`config.mk`:
```
export PLATFORM = sky130hd
export DESIGN_NAME = core_frontend_top
export DESIGN_NICKNAME = d
export VERILOG_FILES = /design/src/design/core_pkg.sv /design/src/design/fetch_unit.sv /design/src/design/gpr_file.sv /design/src/design/decode_unit.sv /design/src/design/core_frontend_top.sv
export SDC_FILE = /design/constraint.sdc
export NUM_CORES = 2
export LEC_CHECK = 0
export BUFFER_PORTS_ARGS = -buffer_cell sky130_fd_sc_hd__buf_2
export CAP_MARGIN = 0
export CORE_MARGIN = 2
export CORE_UTILIZATION = 55
export CTS_BUF_LIST = sky130_fd_sc_hd__clkbuf_8
export DETAILED_ROUTE_END_ITERATION = 8
export PLACE_DENSITY = 0.7
export REMOVE_ABC_BUFFERS = 1
export SETUP_SLACK_MARGIN = 0.5
export SKIP_CTS_REPAIR_TIMING = 1
export SYNTH_ARGS = -nofsm -noshare
export SYNTH_HDL_FRONTEND = slang
export SYNTH_SLANG_ARGS = --single-unit
```
`constraint.sdc`:
```
create_clock -name clock_in -period 6.3 [get_ports clock_in]
set_input_delay 1.26 -clock clock_in [delete_from_list [all_inputs] [get_ports clock_in]]
set_output_delay 1.26 -clock clock_in [all_outputs]
set_load 0.02 [all_outputs]
```
`src/design/core_pkg.sv`:
```
// Shared RV32I front-end types and encodings with XLEN fixed at 32 and only base opcodes plus custom-0 known
package core_pkg;

  // ====================================================================
  // Word and field types
  // ====================================================================

  // Data, address and instruction word
  typedef logic [31:0] xlen_t;

  // Register index
  typedef logic [4:0] reg_addr_t;

  // Micro-op sent to the selected unit
  typedef logic [3:0] uop_t;

  // One-hot unit select with int, lsu and vec from bit 0 up
  typedef logic [2:0] unit_sel_t;

  // Major opcode and funct3 fields
  typedef logic [6:0] opcode_t;
  typedef logic [2:0] funct3_t;

  // ====================================================================
  // Opcodes
  // ====================================================================

  localparam opcode_t OPC_OP      = 7'b0110011;
  localparam opcode_t OPC_OP_IMM  = 7'b0010011;
  localparam opcode_t OPC_LUI     = 7'b0110111;
  localparam opcode_t OPC_AUIPC   = 7'b0010111;
  localparam opcode_t OPC_JAL     = 7'b1101111;
  localparam opcode_t OPC_JALR    = 7'b1100111;
  localparam opcode_t OPC_BRANCH  = 7'b1100011;
  localparam opcode_t OPC_LOAD    = 7'b0000011;
  localparam opcode_t OPC_STORE   = 7'b0100011;
  // Custom-0 space goes to the vector unit
  localparam opcode_t OPC_CUSTOM0 = 7'b0001011;

  // ====================================================================
  // Unit select codes and fetch FSM
  // ====================================================================

  localparam unit_sel_t UNIT_NONE = 3'b000;
  localparam unit_sel_t UNIT_INT  = 3'b001;
  localparam unit_sel_t UNIT_LSU  = 3'b010;
  localparam unit_sel_t UNIT_VEC  = 3'b100;

  // Fetch control states
  typedef enum logic [1:0] {
    FETCH_RESET,
    FETCH_RUN,
    FETCH_HALTED
  } fetch_state_t;

endpackage

```
`src/design/fetch_unit.sv`:
```
// Sequential fetch only with no branch redirect and an instruction memory answering in the same cycle
module fetch_unit #(
  parameter core_pkg::xlen_t RESET_PC = '0
) (
  input  logic            clock_in,
  input  logic            arst_n,
  input  logic            halt_in,
  input  core_pkg::xlen_t ins_data,
  output core_pkg::xlen_t ins_mem_addr,
  output logic            if_valid,
  output core_pkg::xlen_t if_instr,
  output core_pkg::xlen_t if_pc
);

  core_pkg::fetch_state_t state;
  core_pkg::fetch_state_t state_next;
  core_pkg::xlen_t        pc;
  logic                   fetch_en;

  // ====================================================================
  // Halt FSM
  // ====================================================================

  always_comb begin
    state_next = state;
    case (state)
      // First edge out of reset never captures
      core_pkg::FETCH_RESET: begin
        state_next = halt_in ? core_pkg::FETCH_HALTED : core_pkg::FETCH_RUN;
      end
      core_pkg::FETCH_RUN: begin
        if (halt_in) begin
          state_next = core_pkg::FETCH_HALTED;
        end
      end
      // Release edge only rearms, capture restarts on the next edge
      core_pkg::FETCH_HALTED: begin
        if (!halt_in) begin
          state_next = core_pkg::FETCH_RUN;
        end
      end
      default: state_next = core_pkg::FETCH_RESET;
    endcase
  end

  // Capture only while running and not being halted at this edge
  assign fetch_en = (state == core_pkg::FETCH_RUN) && !halt_in;

  always_ff @(posedge clock_in or negedge arst_n) begin
    if (!arst_n) begin
      state <= core_pkg::FETCH_RESET;
    end else begin
      state <= state_next;
    end
  end

  // ====================================================================
  // Program counter
  // ====================================================================

  // PC held whenever nothing is captured
  always_ff @(posedge clock_in or negedge arst_n) begin
    if (!arst_n) begin
      pc <= RESET_PC;
    end else if (fetch_en) begin
      pc <= pc + 32'd4;
    end
  end

  // Memory sees the live PC
  assign ins_mem_addr = pc;

  // ====================================================================
  // IF/ID stage
  // ====================================================================

  // Word and its own PC latched together
  always_ff @(posedge clock_in or negedge arst_n) begin
    if (!arst_n) begin
      if_valid <= 1'b0;
      if_instr <= '0;
      if_pc    <= '0;
    end else begin
      if_valid <= fetch_en;
      if (fetch_en) begin
        if_instr <= ins_data;
        if_pc    <= pc;
      end
    end
  end

endmodule

```
`src/design/gpr_file.sv`:
```
// 32 x 32-bit GPRs with x0 fixed at zero and a same-cycle bypass from the single write port
module gpr_file (
  input  logic                clock_in,
  input  logic                arst_n,
  input  core_pkg::reg_addr_t rs1_addr,
  input  core_pkg::reg_addr_t rs2_addr,
  input  logic                wb_enable,
  input  core_pkg::reg_addr_t wb_addr,
  input  core_pkg::xlen_t     wb_data,
  output core_pkg::xlen_t     rs1_data,
  output core_pkg::xlen_t     rs2_data
);

  // x0 has no storage
  core_pkg::xlen_t regs [1:31];

  // Read port with x0 and bypass handling
  function automatic core_pkg::xlen_t read_port(input core_pkg::reg_addr_t addr);
    core_pkg::xlen_t value;
    if (addr == 5'd0) begin
      value = '0;
    end else if (wb_enable && (wb_addr == addr)) begin
      // Forward the word being written this cycle
      value = wb_data;
    end else begin
      value = regs[addr];
    end
    return value;
  endfunction

  // Asynchronous reads, re-evaluated on storage and write-port changes too
  always_comb begin
    rs1_data = read_port(rs1_addr);
    rs2_data = read_port(rs2_addr);
  end

  // ====================================================================
  // Write port
  // ====================================================================

  // Writes to x0 dropped
  always_ff @(posedge clock_in or negedge arst_n) begin
    if (!arst_n) begin
      for (int i = 1; i < 32; i++) begin
        regs[i] <= '0;
      end
    end else if (wb_enable && (wb_addr != 5'd0)) begin
      regs[wb_addr] <= wb_data;
    end
  end

endmodule

```
`src/design/decode_unit.sv`:
```
// Single-cycle RV32I decode into ID/IS with custom-0 taking an I-type immediate and no hazard checks
module decode_unit (
  input  logic                  clock_in,
  input  logic                  arst_n,
  input  logic                  if_valid,
  input  core_pkg::xlen_t       if_instr,
  input  core_pkg::xlen_t       if_pc,
  input  core_pkg::xlen_t       rs1_data,
  input  core_pkg::xlen_t       rs2_data,
  output logic                  issue_valid,
  output core_pkg::unit_sel_t   unit_sel,
  output core_pkg::uop_t        uop,
  output core_pkg::xlen_t       operand_a,
  output core_pkg::xlen_t       operand_b,
  output core_pkg::xlen_t       imm_value,
  output core_pkg::xlen_t       issue_pc,
  output core_pkg::reg_addr_t   rd_addr,
  output logic                  invalid_ins
);

  core_pkg::opcode_t   opcode;
  core_pkg::funct3_t   funct3;
  logic                alt_bit;
  core_pkg::xlen_t     imm_i;
  core_pkg::xlen_t     imm_s;
  core_pkg::xlen_t     imm_b;
  core_pkg::xlen_t     imm_u;
  core_pkg::xlen_t     imm_j;
  core_pkg::unit_sel_t unit_d;
  core_pkg::uop_t      uop_d;
  core_pkg::xlen_t     imm_d;
  logic                invalid_d;
  logic                a_from_pc;
  logic                a_zero;
  logic                b_from_rs2;
  logic                rd_none;
  core_pkg::xlen_t     op_a_d;
  core_pkg::xlen_t     op_b_d;
  core_pkg::reg_addr_t rd_d;

  // ====================================================================
  // Field extraction and immediates
  // ====================================================================

  assign opcode  = if_instr[6:0];
  assign funct3  = if_instr[14:12];
  // funct7 bit 5 picks SUB and SRA
  assign alt_bit = if_instr[30];

  // All formats sign-extended from bit 31
  assign imm_i = {{20{if_instr[31]}}, if_instr[31:20]};
  assign imm_s = {{20{if_instr[31]}}, if_instr[31:25], if_instr[11:7]};
  assign imm_b = {{19{if_instr[31]}}, if_instr[31], if_instr[7], if_instr[30:25],
                  if_instr[11:8], 1'b0};
  assign imm_u = {if_instr[31:12], 12'h000};
  assign imm_j = {{11{if_instr[31]}}, if_instr[31], if_instr[19:12], if_instr[20],
                  if_instr[30:21], 1'b0};

  // ====================================================================
  // Opcode decode
  // ====================================================================

  always_comb begin
    unit_d     = core_pkg::UNIT_INT;
    uop_d      = {1'b0, funct3};
    imm_d      = imm_i;
    invalid_d  = 1'b0;
    a_from_pc  = 1'b0;
    a_zero     = 1'b0;
    b_from_rs2 = 1'b0;
    rd_none    = 1'b0;
    case (opcode)
      // Register-register ALU op, no immediate
      core_pkg::OPC_OP: begin
        uop_d      = {alt_bit, funct3};
        imm_d      = '0;
        b_from_rs2 = 1'b1;
      end
      // Only the right shifts carry the alt bit
      core_pkg::OPC_OP_IMM: begin
        if (funct3 == 3'd5) begin
          uop_d = {alt_bit, funct3};
        end
      end
      core_pkg::OPC_LUI: begin
        uop_d  = 4'd0;
        imm_d  = imm_u;
        a_zero = 1'b1;
      end
      core_pkg::OPC_AUIPC: begin
        uop_d     = 4'd1;
        imm_d     = imm_u;
        a_from_pc = 1'b1;
      end
      core_pkg::OPC_JAL: begin
        uop_d     = 4'd2;
        imm_d     = imm_j;
        a_from_pc = 1'b1;
      end
      core_pkg::OPC_JALR: begin
        uop_d = 4'd3;
      end
      // Compare rs1 against rs2, no destination
      core_pkg::OPC_BRANCH: begin
        imm_d      = imm_b;
        b_from_rs2 = 1'b1;
        rd_none    = 1'b1;
      end
      core_pkg::OPC_LOAD: begin
        unit_d = core_pkg::UNIT_LSU;
      end
      // Store data rides on operand b
      core_pkg::OPC_STORE: begin
        unit_d     = core_pkg::UNIT_LSU;
        uop_d      = {1'b1, funct3};
        imm_d      = imm_s;
        b_from_rs2 = 1'b1;
        rd_none    = 1'b1;
      end
      core_pkg::OPC_CUSTOM0: begin
        unit_d = core_pkg::UNIT_VEC;
      end
      // Unknown opcode
      default: begin
        unit_d    = core_pkg::UNIT_NONE;
        uop_d     = 4'd0;
        imm_d     = '0;
        invalid_d = 1'b1;
      end
    endcase
  end

  // Operand muxes
  assign op_a_d = a_zero ? '0 : (a_from_pc ? if_pc : rs1_data);
  assign op_b_d = b_from_rs2 ? rs2_data : imm_d;
  assign rd_d   = rd_none ? 5'd0 : if_instr[11:7];

  // ====================================================================
  // ID/IS stage
  // ====================================================================

  // Bubbles register with no unit enabled
  always_ff @(posedge clock_in or negedge arst_n) begin
    if (!arst_n) begin
      issue_valid <= 1'b0;
      unit_sel    <= core_pkg::UNIT_NONE;
      invalid_ins <= 1'b0;
      uop         <= '0;
      operand_a   <= '0;
      operand_b   <= '0;
      imm_value   <= '0;
      issue_pc    <= '0;
      rd_addr     <= '0;
    end else begin
      issue_valid <= if_valid;
      unit_sel    <= if_valid ? unit_d : core_pkg::UNIT_NONE;
      invalid_ins <= if_valid & invalid_d;
      uop         <= uop_d;
      operand_a   <= op_a_d;
      operand_b   <= op_b_d;
      imm_value   <= imm_d;
      issue_pc    <= if_pc;
      rd_addr     <= rd_d;
    end
  end

endmodule

```
`src/design/core_frontend_top.sv`:
```
// RV32I front end from fetch to issue with external instruction memory and writeback and no stalls but halt
module core_frontend_top #(
  parameter core_pkg::xlen_t RESET_PC = '0
) (
  input  logic                clock_in,
  input  logic                arst_n,
  input  logic                halt_in,
  input  core_pkg::xlen_t     ins_data,
  input  logic                wb_enable,
  input  core_pkg::reg_addr_t wb_addr,
  input  core_pkg::xlen_t     wb_data,
  output core_pkg::xlen_t     ins_mem_addr,
  output logic                issue_valid,
  output core_pkg::unit_sel_t unit_sel,
  output core_pkg::uop_t      uop,
  output core_pkg::xlen_t     operand_a,
  output core_pkg::xlen_t     operand_b,
  output core_pkg::xlen_t     imm_value,
  output core_pkg::xlen_t     issue_pc,
  output core_pkg::reg_addr_t rd_addr,
  output logic                invalid_ins
);

  // IF/ID outputs
  logic            if_valid;
  core_pkg::xlen_t if_instr;
  core_pkg::xlen_t if_pc;

  // Register read data
  core_pkg::xlen_t rs1_data;
  core_pkg::xlen_t rs2_data;

  // ====================================================================
  // Fetch
  // ====================================================================

  fetch_unit #(
    .RESET_PC (RESET_PC)
  ) u_fetch (
    .clock_in     (clock_in),
    .arst_n       (arst_n),
    .halt_in      (halt_in),
    .ins_data     (ins_data),
    .ins_mem_addr (ins_mem_addr),
    .if_valid     (if_valid),
    .if_instr     (if_instr),
    .if_pc        (if_pc)
  );

  // ====================================================================
  // Register file and decode/issue
  // ====================================================================

  // Source indices straight from the IF/ID word
  gpr_file u_gpr (
    .clock_in  (clock_in),
    .arst_n    (arst_n),
    .rs1_addr  (if_instr[19:15]),
    .rs2_addr  (if_instr[24:20]),
    .wb_enable (wb_enable),
    .wb_addr   (wb_addr),
    .wb_data   (wb_data),
    .rs1_data  (rs1_data),
    .rs2_data  (rs2_data)
  );

  decode_unit u_decode (
    .clock_in    (clock_in),
    .arst_n      (arst_n),
    .if_valid    (if_valid),
    .if_instr    (if_instr),
    .if_pc       (if_pc),
    .rs1_data    (rs1_data),
    .rs2_data    (rs2_data),
    .issue_valid (issue_valid),
    .unit_sel    (unit_sel),
    .uop         (uop),
    .operand_a   (operand_a),
    .operand_b   (operand_b),
    .imm_value   (imm_value),
    .issue_pc    (issue_pc),
    .rd_addr     (rd_addr),
    .invalid_ins (invalid_ins)
  );

endmodule

```
==> metrics <==
routability cong. roughly 0.9; starting density of the core between 50% and 60%; Sink Count between 1,000 and 1,500; Post-synth top cells dfrtp_1 (1,227), mux2_2 (1,098), mux4_2 (422); leak pwr about 0.031 uW; die width roughly 340 um; Max Slew Vio Count 0; GRT Resource Usage Total about 37%; FMAX 210 MHz; number of port buffers approximately 240; post-synthesis cell count ~4,400; Setup Viol. Count Final 0; CTS buffer count between 200 and 250; layout net count approximately 4,600; RSZ-0062 raised after global routing false; Avg WL per Cell about 35 um; vias between 40,000 and 50,000; I/O Pins 247; worst min-delay path category reg2reg; Synth Area per Inst ~14 um^2; Routed WL between 200,000 and 250,000 um; initial antenna violation count 16; final hold vios 0; largest net degree at the start of global routing approximately 180; Clock Tree Buf Depth 3; ratio of cells with drive above 1 in the final layout a little under half; 1st-iter DRT viols about 5,500; die area approximately 120,000 um^2; Routed Antenna Nets 0; synth top area cells dfrtp_1 (49%), mux2_2 (20%), mux4_2 (15%); cell area after layout between 60,000 and 70,000 um^2; GRT overflow 0; critical path's top delay family simple AND/OR/NAND/NOR gates; VDD IR max approximately 0.00026 V; Post-Place Cells ~5,800; drc violations 0; CP max FO 35; period utilisation layout between 70 and 80%; first-pass GRT wire length about 310,000 um; CTS root buffer clkbuf_8; Arr. time, crit path about 5.5 ns; DPL Wire Length 131,000 um; CTS tree built; status finished, final reports clean; Reg clk slew, reported paths approximately 0.07 ns; worst relative slew slack around an eighth; P&R area growth vs syn 10.2%; Worst Path Buf+Inv 1; Max-cap violations 0; synthesized flop and latch total 1,227; area share of the largest cell type after synthesis 49.0%; Critical Path, Cell by Cell buf_4 -> xnor2_1 -> nand4_1 -> or2_2 -> and4_1 -> a211oi_1; post-route insts no fill around 6,200; post-synth top area cell dfrtp_1; Crit-path slowest cell or2_2; ys async rst share 100%; Synth Cell Area 62,700 um^2; Synth Flop Type dfrtp_1; Power Density between 300 and 400 nW/um^2; leading cell type by number of instances after synthesis dfrtp_1; worst slew pin tran about 1.3 ns; placed instance area ~65,000 um^2; via/cell ratio roughly 7.1; clock skew 0.0617 ns; site row count 123; yosys warns 0; drt first pass iters 8; core area 113,000 um^2; Worst-Skew Late Latency 0.91 ns; DIE HEIGHT about 340 um; Max stage delay on crit path about 1.1 ns; sequential area share after synthesis about half; Netlist cell types 87; H-tree Lvls 4; setup total negative slack 0 ns; EDFF count, synth 0; crit end category flop; WP data required between 7 and 8 ns; Worst setup SP type flop; Core Util, Final between 60 and 70%; CP Class reg2reg; vias in the first global route 43,889; fin crit period 4.76 ns
## stage by stage
stage	worst slack, ns	power, uW	hold slack [ns]
after floorplan	-6.28	16200	0.361
after global placement	1.71	18000	0.380
after detailed placement	1.73	18100	0.385
after CTS	1.70	25300	0.355
after global routing	1.62	26300	0.404
final	1.54	25400	0.382
## where the power goes
part,total [uW],leakage [uW],internal (uW),switching (uW)
registers,10800,0.0158,9370,1400
clock network,7140,0.00240,3780,3370
logic,7450,0.0125,3690,3760
total,25400,0.0307,16800,8520
## cell type report
class,instances,area [um^2]
Fill cell,8679,43700
Sequential cell,1227,30700
Multi-Input combinational cell,2739,30000
Clock buffer,260,3580
Timing Repair Buffer,352,2240
Tap cell,1500,1880
Clock inverter,102,527
Inverter,13,50.0
Antenna cell,15,37.5
## layout by cell type (no fill, tap or decap), types with 8 or more instances in the layout
| cell type | instances |
|---|---|
| clkbuf_8 | 260 |
| a31oi_1 | 30 |
| buf_4 | 94 |
| a2111oi_0 | 13 |
| o211ai_1 | 19 |
| nor2_2 | 8 |
| buf_2 | 241 |
| nor2_1 | 74 |
| and2_1 | 32 |
| and3_1 | 15 |
| o221ai_1 | 8 |
| mux4_2 | 422 |
| nand4_1 | 25 |
| a22o_1 | 20 |
| o21ai_0 | 103 |
| a32oi_1 | 8 |
| a21o_1 | 9 |
| xnor2_1 | 32 |
| mux2i_1 | 50 |
| mux4_1 | 17 |
| clkinv_2 | 23 |
| nor2_4 | 14 |
| buf_12 | 16 |
| a22oi_1 | 85 |
| nand3_1 | 38 |
| nand2_2 | 10 |
| nand3b_1 | 25 |
| diode_2 | 15 |
| a21oi_1 | 46 |
| o22ai_1 | 31 |
| nor2b_1 | 21 |
| o31ai_1 | 21 |
| nand2b_1 | 17 |
| a221oi_1 | 48 |
| inv_1 | 76 |
| nor3_1 | 27 |
| nand2_1 | 229 |
| dfrtp_1 | 1218 |
| mux2_2 | 1098 |
## registers in the layout, indices dropped and copies added (netlist names), 2 cells and up
signal and cells:
u_fetch.if_pc 30, u_decode.unit_sel 3, u_decode.imm_value 32, u_gpr.regs 992, u_decode.operand_b 32, u_decode.operand_a 32
u_fetch.ins_mem_addr 30, u_decode.rd_addr 5, u_fetch.state 2, u_fetch.if_instr 32, u_decode.issue_pc 30, u_decode.uop 4
## cells by family (layout without fill, tap and decap cells)
kind of cell	count (synthesis)	after routing	share of synthesized area (%)
mux	1589	1589	36.4
flops	1227	1227	49.0
simple gates	585	585	4.55
compound gates	520	520	5.93
buf+inv	458	727	3.55
xor+xnor	39	39	0.545
fa+ha+maj	2	2	0.0359
other cells	1	19	0.00598
## layer usage
layer / vias up / global-route usage [%] / wire [um]
li1: 17128 / - / -
met1: 23324 / 50.2 / 81700
met2: 3069 / 52.6 / 93000
met3: 669 / 12.5 / 27100
met4: 8 / 19.5 / 12600
met5: - / 0 / 51
## worst paths after layout
| kind | slack (ns) | start | cells past startpoint | to |
|---|---|---|---|---|
| min in group asynchronous | 0.39 | arst_n | 1 | u_gpr.regs[621] |
| worst min-delay path | 0.38 | u_fetch.if_pc[23] | 0 | u_decode.issue_pc[23] |
| max in group asynchronous | 4.26 | arst_n | 2 | u_fetch.if_instr[18] |
| worst min register to register | 0.38 | u_fetch.if_pc[23] | 0 | u_decode.issue_pc[23] |
| worst max-delay path | 1.54 | u_fetch.if_instr[22] | 6 | u_decode.operand_b[0] |
| worst max register to register | 1.54 | u_fetch.if_instr[22] | 6 | u_decode.operand_b[0] |
(Power assumes the default switching activity.)
